File: config.mk
export PLATFORM = sky130hd
export DESIGN_NAME = rgb_fader
export DESIGN_NICKNAME = d
export VERILOG_FILES = /design/src/rtl/timebase_pkg.sv /design/src/rtl/fade_pkg.sv /design/src/rtl/rgb_fader.sv /design/src/rtl/led_drive.sv /design/src/rtl/pwm_bank.sv /design/src/rtl/color_wheel.sv /design/src/rtl/timebase.sv
export SDC_FILE = /design/constraint.sdc
export NUM_CORES = 1
export LEC_CHECK = 0
export CORE_AREA = 2 2 132 83
export CTS_CLUSTER_DIAMETER = 120
export CTS_CLUSTER_SIZE = 28
export DETAILED_ROUTE_END_ITERATION = 6
export DIE_AREA = 0 0 134 85
export DONT_BUFFER_PORTS = 1
export HOLD_SLACK_MARGIN = 0.1
export SYNTH_ARGS = -nofsm -noshare
export SYNTH_HDL_FRONTEND = slang
export SYNTH_SLANG_ARGS = --single-unit
File: constraint.sdc
create_clock -name clk -period 2 [get_ports clk]
set_input_delay 0.4 -clock clk [delete_from_list [all_inputs] [get_ports clk]]
set_output_delay 0.4 -clock clk [all_outputs]
set_load 0.05 [all_outputs]
File: src/rtl/timebase_pkg.sv
// ----------------------------------------------------------
// Field widths of the free-running timebase counter
// Prescale default suits the 48 MHz board clock
// ----------------------------------------------------------

package timebase_pkg;

  // Counter fields from the MSB down: phase, ramp, gap, pwm, prescale
  localparam int PHASE_BITS = 2;  // Four hue segments
  localparam int RAMP_BITS  = 8;  // Brightness steps per segment
  localparam int GAP_BITS   = 2;  // 4 PWM periods per ramp step
  localparam int PWM_BITS   = 8;  // 256 slots per PWM period

  // Low bits below the PWM field
  // 48 MHz / 2^9 gives about 94 kHz per PWM slot
  localparam int PRESCALE_BITS_DEFAULT = 9;

  // Shared PWM slot count
  typedef logic [PWM_BITS-1:0] pwm_cnt_t;

endpackage

File: src/rtl/fade_pkg.sv
// ----------------------------------------------------------
// Colour level types and colour phase encoding for the fader
// Shared by the wheel decoder, the PWM bank and the top level
// ----------------------------------------------------------

package fade_pkg;

  // Brightness level, 0 is dark, 255 is lit 255 of 256 slots
  typedef logic [7:0] duty_t;

  // Brightness ramp slice of the timebase
  typedef logic [7:0] ramp_t;

  // Colour phase, a counter field and not an FSM state
  typedef logic [1:0] phase_t;

  // Full-scale duty
  localparam duty_t DUTY_FULL = 8'hFF;

  // Phase encoding around the colour wheel
  localparam phase_t PH_RED_UP   = 2'd0;  // Red rises, blue falls
  localparam phase_t PH_GRN_UP   = 2'd1;  // Red full, green rises
  localparam phase_t PH_RED_DOWN = 2'd2;  // Green full, red falls
  localparam phase_t PH_BLU_UP   = 2'd3;  // Green falls, blue rises

endpackage
File: src/rtl/rgb_fader.sv
// ----------------------------------------------------------
// Top level of the tri-colour LED fader
// Timebase feeds decode, PWM and drive stages in a line
// A pin reflects the counter value of three cycles before
// ----------------------------------------------------------

module rgb_fader #(
  parameter int prescale_bits = timebase_pkg::PRESCALE_BITS_DEFAULT
) (
  input  logic clk,
  input  logic arst_n,
  input  logic led_en,  // Low blanks all three LEDs
  output logic rgb0,    // Green, active low
  output logic rgb1,    // Red, active low
  output logic rgb2     // Blue, active low
);

  import fade_pkg::*;
  import timebase_pkg::*;

  // Timebase fields
  phase_t   phase;
  ramp_t    ramp;
  pwm_cnt_t pwm_cnt;

  // Decoded duties
  duty_t duty_r;
  duty_t duty_g;
  duty_t duty_b;

  // PWM outputs
  logic on_r;
  logic on_g;
  logic on_b;

  timebase #(
    .prescale_bits(prescale_bits)
  ) u_timebase (
    .clk     (clk),
    .arst_n  (arst_n),
    .phase   (phase),
    .ramp    (ramp),
    .pwm_cnt (pwm_cnt)
  );

  color_wheel u_color_wheel (
    .clk    (clk),
    .arst_n (arst_n),
    .phase  (phase),
    .ramp   (ramp),
    .duty_r (duty_r),
    .duty_g (duty_g),
    .duty_b (duty_b)
  );

  pwm_bank u_pwm_bank (
    .clk     (clk),
    .arst_n  (arst_n),
    .pwm_cnt (pwm_cnt),  // Realigned inside
    .duty_r  (duty_r),
    .duty_g  (duty_g),
    .duty_b  (duty_b),
    .on_r    (on_r),
    .on_g    (on_g),
    .on_b    (on_b)
  );

  led_drive u_led_drive (
    .clk    (clk),
    .arst_n (arst_n),
    .led_en (led_en),
    .on_r   (on_r),
    .on_g   (on_g),
    .on_b   (on_b),
    .rgb0   (rgb0),
    .rgb1   (rgb1),
    .rgb2   (rgb2)
  );

endmodule

File: src/rtl/led_drive.sv
// ----------------------------------------------------------
// Result stage of the fader
// Gates channels with the enable and drives active-low pins
// Pin 0 is green, pin 1 red, pin 2 blue
// ----------------------------------------------------------

module led_drive (
  input  logic clk,
  input  logic arst_n,
  input  logic led_en,  // Seen one cycle after sampling
  input  logic on_r,
  input  logic on_g,
  input  logic on_b,
  output logic rgb0,    // Green sink
  output logic rgb1,    // Red sink
  output logic rgb2     // Blue sink
);

  logic lit_r;
  logic lit_g;
  logic lit_b;

  // Enable gating
  assign lit_r = led_en & on_r;
  assign lit_g = led_en & on_g;
  assign lit_b = led_en & on_b;

  // Pull the pin low to light its LED
  always_ff @(posedge clk or negedge arst_n) begin
    if (!arst_n) begin
      rgb0 <= 1'b1;  // All dark in reset
      rgb1 <= 1'b1;
      rgb2 <= 1'b1;
    end else begin
      rgb0 <= ~lit_g;
      rgb1 <= ~lit_r;
      rgb2 <= ~lit_b;
    end
  end

endmodule

File: src/rtl/pwm_bank.sv
// ----------------------------------------------------------
// Execute stage of the fader
// Three duty against count comparators on one shared count
// ----------------------------------------------------------

module pwm_bank (
  input  logic                   clk,
  input  logic                   arst_n,
  input  timebase_pkg::pwm_cnt_t pwm_cnt,  // Straight from the timebase
  input  fade_pkg::duty_t        duty_r,   // Already one cycle late
  input  fade_pkg::duty_t        duty_g,
  input  fade_pkg::duty_t        duty_b,
  output logic                   on_r,     // Two cycles behind the counter
  output logic                   on_g,
  output logic                   on_b
);

  import timebase_pkg::*;

  pwm_cnt_t cnt_q;  // Count aligned with the duty registers

  always_ff @(posedge clk or negedge arst_n) begin
    if (!arst_n) begin
      cnt_q <= '0;
    end else begin
      cnt_q <= pwm_cnt;
    end
  end

  // Lit while the slot is below the duty
  // Duty 0 never lights, 255 misses one slot
  always_ff @(posedge clk or negedge arst_n) begin
    if (!arst_n) begin
      on_r <= 1'b0;
      on_g <= 1'b0;
      on_b <= 1'b0;
    end else begin
      on_r <= (cnt_q < duty_r);
      on_g <= (cnt_q < duty_g);
      on_b <= (cnt_q < duty_b);
    end
  end

endmodule

File: src/rtl/color_wheel.sv
// ----------------------------------------------------------
// Decode stage of the fader
// Turns colour phase and ramp into registered RGB duties
// Hue walks red, yellow, green, cyan, blue, magenta
// ----------------------------------------------------------

module color_wheel (
  input  logic             clk,
  input  logic             arst_n,
  input  fade_pkg::phase_t phase,
  input  fade_pkg::ramp_t  ramp,
  output fade_pkg::duty_t  duty_r,  // One cycle behind the counter
  output fade_pkg::duty_t  duty_g,
  output fade_pkg::duty_t  duty_b
);

  import fade_pkg::*;

  duty_t ramp_up;    // Fading in
  duty_t ramp_down;  // Fading out
  duty_t nxt_r;
  duty_t nxt_g;
  duty_t nxt_b;

  assign ramp_up   = ramp;
  assign ramp_down = ~ramp;

  // Four-phase colour table
  always_comb begin
    nxt_r = '0;
    nxt_g = '0;
    nxt_b = '0;
    case (phase)
      PH_RED_UP: begin   // Magenta to red
        nxt_r = ramp_up;
        nxt_b = ramp_down;
      end
      PH_GRN_UP: begin   // Red to yellow
        nxt_r = DUTY_FULL;
        nxt_g = ramp_up;
      end
      PH_RED_DOWN: begin // Yellow to green
        nxt_r = ramp_down;
        nxt_g = DUTY_FULL;
      end
      default: begin     // Green through cyan to blue
        nxt_g = ramp_down;
        nxt_b = ramp_up;
      end
    endcase
  end

  // Duty registers, dark out of reset
  always_ff @(posedge clk or negedge arst_n) begin
    if (!arst_n) begin
      duty_r <= '0;
      duty_g <= '0;
      duty_b <= '0;
    end else begin
      duty_r <= nxt_r;
      duty_g <= nxt_g;
      duty_b <= nxt_b;
    end
  end

endmodule

File: src/rtl/timebase.sv
// ----------------------------------------------------------
// Free-running timebase for the fader pipeline
// One wide counter sliced into phase, ramp and PWM fields
// ----------------------------------------------------------

module timebase #(
  parameter int prescale_bits = timebase_pkg::PRESCALE_BITS_DEFAULT
) (
  input  logic                   clk,
  input  logic                   arst_n,
  output fade_pkg::phase_t       phase,   // Colour phase
  output fade_pkg::ramp_t        ramp,    // Brightness ramp
  output timebase_pkg::pwm_cnt_t pwm_cnt  // PWM slot count
);

  import timebase_pkg::*;

  // Field offsets, LSB first
  localparam int PWM_LSB   = prescale_bits;
  localparam int RAMP_LSB  = PWM_LSB + PWM_BITS + GAP_BITS;  // Gap bits skipped
  localparam int PHASE_LSB = RAMP_LSB + RAMP_BITS;
  localparam int CNT_BITS  = PHASE_LSB + PHASE_BITS;

  logic [CNT_BITS-1:0] cnt;  // Value n in cycle n after release

  // Wraps at full width, so the wheel repeats
  always_ff @(posedge clk or negedge arst_n) begin
    if (!arst_n) begin
      cnt <= '0;
    end else begin
      cnt <= cnt + 1'b1;
    end
  end

  // Field slices straight off the register
  assign pwm_cnt = cnt[PWM_LSB +: PWM_BITS];
  assign ramp    = cnt[RAMP_LSB +: RAMP_BITS];
  assign phase   = cnt[PHASE_LSB +: PHASE_BITS];

endmodule

==> flow_summary.yaml, run 1 <==
outcome:
  status: "finished clean"
worst_hold_path:
  hold_path.class: "primary input to flop"
layout:
  stdcell_count: 423
  fin_nets: 304
  fillers: 1004
  drive_gt1_share_pct: 9.155
  areaGrowthSynthToFinish_pct: 16.78
  final_area_um2: 3578
  diodes: 0
placement:
  gp_congestion: 0.7525
  dpl_cell_area_um2: 3217
  place_inst: 404
  io_buffers: 0
  hpwl_um: 3695
cts:
  cts.sinks: 67
  clockBufferDepth: 2
  htree_levels: 3
  cts.clk_slew.worst_paths_ns: 0.05
  hold_buffers: 3
  clk_latency_ns: 0.33
  post-cts-setup-buffers: 0
  cts_resized: 0
  cts_root_buffer: "clkbuf_16"
  tritoncts.num_buffers: 9
  tritoncts: "yes"
sta:
  hold_slack_ns: 0.1117
  worst_pin_slew_ns: 0.4869
  timing.fmax_mhz: 580.3
  rsz0062_at_grt: "no"
  tns_ns: 0
  hold_viol_final: 0
  finClkSkew_ns: 0.003228
  timing.final.crit_share_pct: 86.16
  relSlewSlack_pct: 67.54
  maxSlewViolCount: 0
  setup_viol: 0
  post-route-min-period_ns: 1.723
yosys:
  synth_top_cell_area_share_pct: 52.27
  synth_largest_area_cell: "dfrtp_1"
  yosysWarnings: 0
  synth.cell_area_um2: 3064
  synthTopCellsByArea: "dfrtp_1 52%, xnor2_1 11%, ha_1 9.0%"
  seq_area_frac_synth_pct: 54.84
  netlist_instances: 272
  yosysUniqueCellTypes: 27
  avgSynthCellArea_um2: 11.27
  ys_ff_latch: 67
  syn-num-nets: 297
routing:
  viasPerCell: 4.296
  dr.pass1.iters: 4
  wl_um: 5251
  drc: 0
  vias: 1817
  wl_per_cell_um: 12.41
  drtAntennaViolNets: 0
  drt_iter0_drc: 116
run:
  drv_cap: 0
die:
  initial_core_util_pct: 30.05
  row_count: 29
  die_h_um: 85
  die_x_um: 134
  coreArea_um2: 10200
  pin_count: 6
  dieArea_um2: 11390
power:
  intPower_mw: 2.428
  p_switching_mw: 0.5857
  p_leak_nw: 1.701
  p_per_area_nw_per_um2: 842.3
  power_frac_comb_pct: 1.2
  power_mw: 3.014
  switching_share_pct: 19.43
  clkPwrFrac_pct: 53.6
  pwr-share-seq_pct: 45.2
  ir_worst_vdd_uv: 437.8
worst_setup_path:
  cp_data_arrival_time_ns: 1.93
  crit_type: "flop to flop"
  cp.required_ns: 2.21
  crit_path_start_kind: "flop"
  endpoint_kind: "flop"
  crit_fanout: 7
global_route:
  grtUsageTotal_pct: 10.55
  grt_pass1_vias: 1804
  grt_overflow: 0
  grt_pass1_wl_um: 9052
  grt_antenna_before_repair: 0
  grt_max_degree: 68
## cells in the mapped netlist (all sizes together)
cell type and count:
dfrtp 64, xnor2 37, nand2 26, inv 23
ha 22, nor2 16, nand3 13, nand4 11
a21o 9, o21ai 8, clkbuf 6, xor2 6
and3 5, a211oi 3, a21oi 3, buf 3
dfstp 3, nand2b 3, o31a 3, and2 2
nor4 2, and4 1, nor2b 1, nor3 1
or2 1
## critical path: stages (launching register included)
cell and delay (ns):
dfrtp_1 0.40, ha_1 0.25, nand4_1 0.22, nor4_4 0.40, nand4_1 0.18, xnor2_1 0.15
## stage by stage
stage | setup slack [ns] | util [%]
floorplan | 0.5390 | -
detailed placement | 0.2938 | 31.55
global placement | 0.4027 | 31.55
global route | 0.1078 | 35.10
finish | 0.2768 | 35.10
CTS | 0.2844 | 35.10
## kinds of logic (layout without fill, tap and decap cells)
| family | after synthesis | in the layout | synth area share [%] |
|---|---|---|---|
| simple gates | 82 | 82 | 14.29 |
| flops | 67 | 67 | 54.84 |
| xor+xnor | 43 | 43 | 12.29 |
| buf+inv | 32 | 44 | 4.001 |
| compound gates | 26 | 26 | 5.594 |
| fa+ha+maj | 22 | 22 | 8.983 |
## power by group through the flow
stage | Combinational [mW] | Clock, mW | Sequential [mW]
2_1_floorplan | 0.000416 | 0 | 1.39
5_1_grt | 0.0415 | 1.71 | 1.36
3_3_place_gp | 0.000433 | 0 | 1.39
4_1_cts | 0.0384 | 1.66 | 1.36
3_5_place_dp | 0.000572 | 0 | 1.39
6_report | 0.0353 | 1.62 | 1.36
## flip-flops by register name, indices dropped and copies added (netlist names), 8 cells and up
| signal | flops |
|---|---|
| u_pwm_bank.cnt_q | 8 |
| u_timebase.cnt | 29 |
| u_color_wheel.duty_r | 8 |
| u_color_wheel.duty_b | 8 |
| u_color_wheel.duty_g | 8 |
## metal layers
| layer | GRT usage, % | vias up | wire length, um | share of wire (%) |
|---|---|---|---|---|
| met5 | 0 | - | 0 | 0 |
| met4 | 3.482 | 0 | 68 | 1.3 |
| met3 | 4.301 | 7 | 191 | 3.6 |
| met2 | 13.57 | 20 | 2008 | 38 |
| met1 | 15.78 | 881 | 2982 | 57 |
| li1 | - | 909 | - | - |
## final cells by class
cell class | count | area [um^2] | area share (%)
Clock buffer | 12 | 266.5 | 7.448
Tap cell | 139 | 173.9 | 4.860
Clock inverter | 4 | 47.55 | 1.329
Sequential cell | 67 | 1680 | 46.96
Multi-Input combinational cell | 173 | 1261 | 35.24
Timing Repair Buffer | 5 | 62.56 | 1.748
Inverter | 23 | 86.33 | 2.413
## path summary, 6_finish.rpt
check,from,slack (ns),end,cells after the start
hold / removal,led_en,0.11,u_led_drive.rgb2,1
hold reg to reg,u_pwm_bank.on_r,0.36,u_led_drive.rgb1,1
setup reg to reg,u_timebase.cnt[0],0.28,u_timebase.cnt[28],5
setup / recovery,u_timebase.cnt[0],0.28,u_timebase.cnt[28],5
max in group asynchronous,arst_n,1.10,u_led_drive.rgb2,2
min in group asynchronous,arst_n,0.61,u_color_wheel.duty_r[5],2
## cells in the final DEF (no fill, tap or decap), types with 5 or more instances in the layout
| cell type | synthesis | final |
|---|---|---|
| a21o_1 | 9 | 9 |
| and3_1 | 5 | 5 |
| clkbuf_16 | 0 | 9 |
| dfrtp_1 | 64 | 64 |
| ha_1 | 22 | 22 |
| inv_1 | 23 | 23 |
| nand2_1 | 26 | 26 |
| nand3_1 | 13 | 13 |
| nand4_1 | 10 | 10 |
| nor2_1 | 16 | 16 |
| o21ai_0 | 8 | 8 |
| xnor2_1 | 37 | 37 |
| xor2_1 | 6 | 6 |
(Power assumes the default switching activity.)
==> inputs of run 2 (changes only) <==
CELL_PAD_IN_SITES_DETAIL_PLACEMENT = 0   (was default)
CELL_PAD_IN_SITES_GLOBAL_PLACEMENT = 1   (was default)
PLACE_DENSITY_LB_ADDON = 0.1   (was default)
==> flow_summary.yaml, run 2 (same netlist as run 1, synthesis figures left out) <==
worst_setup_path:
  worstPathCellList: "ha_1, nand4_1, nor4_4, nand4_1, xnor2_1"
  worstSetupStartpoint: "u_timebase.cnt[0]"
  regToRegSetupSlack_ns: 0.30
  endpoint: "u_timebase.cnt[28]"
  critical_path_buf_inv_count: 0
  cp_top_family: "simple AND/OR/NAND/NOR gates"
  rr_startpoint: "u_timebase.cnt[0]"
  reg2regPathDepth: 5
  crit_type: "flop to flop"
  crit_path_start_kind: "flop"
  cpMostUsedCell: "nand4_1"
  r2r-end: "u_timebase.cnt[28]"
  cpMaxStageDelayCell: "dfrtp_1"
  crit_fanout: 7
  path_depth: 5
  endpoint_kind: "flop"
  cp_data_arrival_time_ns: 1.91
  crit_path_max_incr_delay_ns: 0.39
  cp.required_ns: 2.21
layout:
  multi_input_area_um2: 1261
  regMostFlops: "u_timebase.cnt"
  diodes: 0
  final_area_um2: 3568
  final_cell_mix: "64 x dfrtp_1, 37 x xnor2_1, 26 x nand2_1"
  fin_nets: 304
  fillers: 1038
  drive_gt1_share_pct: 8.803
  stdcell_count: 423
  regArea_um2: 1680
  final_common_cell: "dfrtp_1"
  largest_register_ffs: 29
  areaGrowthSynthToFinish_pct: 16.46
routing:
  dr.pass1.iters: 4
  drc: 0
  drtAntennaViolNets: 0
  wl_um: 5792
  vias: 1761
  drt_iter0_drc: 28
  viasPerCell: 4.163
  wl_per_cell_um: 13.69
die:
  die_h_um: 85
  row_count: 29
  coreArea_um2: 10200
  dieArea_um2: 11390
  die_x_um: 134
  initial_core_util_pct: 30.05
  pin_count: 6
global_route:
  grtUsageTotal_pct: 11.50
  grt_overflow: 0
  grt_pass1_wl_um: 9680
  grt_antenna_before_repair: 0
  grt_pass1_vias: 1809
  grt_max_degree: 68
placement:
  hpwl_um: 4064
  io_buffers: 0
  gp_congestion: 0.6596
  place_inst: 404
  dpl_cell_area_um2: 3217
cts:
  tritoncts: "yes"
  clk_latency_ns: 0.33
  cts.clk_slew.worst_paths_ns: 0.06
  cts_root_buffer: "clkbuf_16"
  post-cts-setup-buffers: 0
  htree_levels: 3
  cts.sinks: 67
  clockBufferDepth: 2
  tritoncts.num_buffers: 9
worst_hold_path:
  hold_path.class: "flop to flop"
  min-delay-start: "u_pwm_bank.on_g"
sta:
  rsz0062_at_grt: "no"
  timing.fmax_mhz: 588.7
  hold_slack_ns: 0.3605
  maxSlewViolCount: 0
  tns_ns: 0
  hold_viol_final: 0
  setup_viol: 0
  relSlewSlack_pct: 66.05
  timing.final.crit_share_pct: 84.93
  finClkSkew_ns: 0.007933
  worst_pin_slew_ns: 0.5054
  post-route-min-period_ns: 1.699
power:
  p_leak_nw: 1.684
  ir_worst_vdd_uv: 359.7
  p_per_area_nw_per_um2: 842.4
run:
  drv_cap: 0
outcome:
  status: "finished clean"
[run 2: cell count changes in the layout (fill, tap and decap cells not counted), sizes merged]
cell and delta:
clkinv -2, clkbuf -1, clkinvlp +2, inv +1
[run 2: worst min path at each step]
stage | cells after the start | slack [ns] | endpoint
5_1_grt | 1 | 0.37 | u_led_drive.rgb0
4_1_cts | 1 | 0.36 | u_led_drive.rgb0
6_report | 1 | 0.36 | u_led_drive.rgb0
3_5_place_dp | 0 | 0.11 | u_timebase.cnt[15]
2_1_floorplan | 0 | 0.10 | u_color_wheel.duty_b[0]
3_3_place_gp | 0 | 0.11 | u_pwm_bank.cnt_q[6]
[run 2: final cells by class]
cell class / count / share of cell area, %
inverter: 23 / 2.419
multi-input combinational: 173 / 35.34
timing repair buffer: 5 / 1.753
tap: 139 / 4.874
clock inverter: 5 / 1.718
clock buffer: 11 / 6.802
sequential: 67 / 47.09
[run 2: where the power goes]
group | leakage [nW] | internal, mW | total, mW | switching [mW]
clock network | 0.138 | 1.00 | 1.61 | 0.604
logic | 0.682 | 0.00843 | 0.0362 | 0.0278
registers | 0.865 | 1.36 | 1.36 | 0.00408
[run 2: per-layer routing]
layer / up-vias / part of all wire (%) / GRT usage (%)
met5: - / 0 / 0
met4: 0 / 1.3 / 4.642
met3: 8 / 3.3 / 4.480
met2: 18 / 39 / 15.06
met1: 821 / 56 / 16.72
li1: 914 / - / -
[run 2: repair_timing]
action,in CTS,in global routing
resized for setup,0,0
hold buffers,3,0
hold endpoints to repair,70,0
[run 2: stage by stage]
stage	setup slack (ns)	util, %	total power, mW
after floorplan	0.5390	-	1.387
after global placement	0.3031	31.55	1.387
after detailed placement	0.2546	31.55	1.387
after CTS	0.2503	35.00	3.062
after global routing	0.1248	35.00	3.132
final	0.3014	35.00	3.006
==> inputs of run 3 (changes only) <==
clock period = 1.7 ns   (was 2 ns; I/O delays follow)
==> flow_summary.yaml, run 3 (same netlist as run 1, synthesis figures left out) <==
outcome:
  status: "finished with violations"
  violations: "hold timing"
cts:
  tritoncts.num_buffers: 9
  cts_root_buffer: "clkbuf_16"
  cts_resized: 0
  clockBufferDepth: 2
  htree_levels: 3
  cts.sinks: 67
  hold_buffers: 1
  post-cts-setup-buffers: 0
  tritoncts: "yes"
  cts.clk_slew.worst_paths_ns: 0.05
  clk_latency_ns: 0.33
placement:
  dpl_cell_area_um2: 3284
  io_buffers: 0
  gp_congestion: 0.7287
  place_ws_ns: 0.1758
  hpwl_um: 4137
global_route:
  grt_pass1_wl_um: 10210
  grt_max_degree: 68
  grtUsageTotal_pct: 12.06
  grt_overflow: 0
  grt_antenna_before_repair: 0
  grt_pass1_vias: 1850
sta:
  tns_ns: 0
  hold_viol_final: 67
  worst_pin_slew_ns: 0.4783
  relSlewSlack_pct: 68.11
  hold_slack_ns: -0.2936
  finClkSkew_ns: 0.005351
  rsz0062_at_grt: "no"
  timing.fmax_mhz: 662.1
  maxSlewViolCount: 0
  setup_slack_ns: 0.1898
  setup_viol: 0
  post-route-min-period_ns: 1.510
  timing.final.crit_share_pct: 88.84
layout:
  final_area_um2: 3547
  drive_gt1_share_pct: 9.622
  fin_nets: 311
  diodes: 0
  final_cell_mix: "64 x dfrtp_1, 37 x xnor2_1, 26 x nand2_1"
  regMostFlops: "u_timebase.cnt"
  fin_util_pct: 34.79
  largest_register_ffs: 29
  areaGrowthSynthToFinish_pct: 15.76
  final_common_cell: "dfrtp_1"
routing:
  wl_per_cell_um: 13.68
  drt_iter0_drc: 63
  wl_um: 5881
  vias: 1814
  drc: 0
  viasPerCell: 4.219
  dr.pass1.iters: 4
  drtAntennaViolNets: 0
power:
  p_per_area_nw_per_um2: 912.0
  p_leak_nw: 1.699
  ir_worst_vdd_uv: 433.1
worst_setup_path:
  crit_type: "flop to flop"
  crit_path_start_kind: "flop"
  cp.required_ns: 1.89
  endpoint_kind: "flop"
  crit_fanout: 7
  cp_data_arrival_time_ns: 1.70
die:
  initial_core_util_pct: 30.05
  die_x_um: 134
  die_h_um: 85
  dieArea_um2: 11390
  coreArea_um2: 10200
  row_count: 29
  pin_count: 6
worst_hold_path:
  hold_path.class: "primary input to async pin"
run:
  drv_cap: 0
run 3: changes by cell type in the layout (fill, tap and decap cells not counted):
cell           delta
buf_16            -1
buf_4             +9
bufinv_16         -1
clkbuf_1          +5
clkbuf_8          -1
clkinv_2          +1
clkinvlp_4        -3
dlygate4sd3_1     -1
inv_6             -1
run 3: final cells by class:
type,instances,area [um^2]
inverter,23,86.33
fill,1026,6649
timing repair buffer,12,92.59
clock buffer,15,247.7
sequential,67,1680
multi-input combinational,173,1261
tap,139,173.9
clock inverter,1,5.005
run 3: worst max-delay path, cell delays in order, from the launching register on:
cell	delay, ns
dfrtp_1	0.47
nand4_4	0.18
nor4_4	0.29
buf_4	0.20
nand3_1	0.10
xnor2_1	0.14
run 3: final timing paths:
path                                    from  slack (ns)            endpoint  depth (start not counted)
hold / removal                        arst_n       -0.29  u_timebase.cnt[15]                          0
setup reg to reg           u_timebase.cnt[9]        0.19  u_timebase.cnt[27]                          5
max in group asynchronous             arst_n        1.79    u_led_drive.rgb0                          0
setup / recovery           u_timebase.cnt[9]        0.19  u_timebase.cnt[27]                          5
hold reg to reg              u_pwm_bank.on_r        0.37    u_led_drive.rgb1                          1
min in group clk             u_pwm_bank.on_r        0.37    u_led_drive.rgb1                          1
run 3: metrics by stage:
stage | std cells | power (mW) | hold WS [ns]
floorplan | 272 | 1.632 | 0.04441
global placement | 413 | 1.632 | 0.04640
detailed placement | 413 | 1.632 | 0.04725
CTS | 430 | 3.291 | -0.3076
global route | 430 | 3.370 | -0.3142
finish | 430 | 3.235 | -0.2936
run 3: where the power goes:
group / switching (mW) / total [mW] / internal, mW
combinational: 0.00135 / 0.00312 / 0.00178
clock: 0.640 / 1.63 / 0.988
sequential: 0.00486 / 1.60 / 1.60
total: 0.647 / 3.24 / 2.59
run 3: per-layer routing:
layer | up-vias | track usage, % | wire length (um)
li1 | 926 | - | -
met1 | 868 | 18.86 | 3503
met2 | 12 | 14.59 | 2138
met3 | 8 | 4.301 | 166
met4 | 0 | 4.642 | 73
met5 | - | 0 | 0
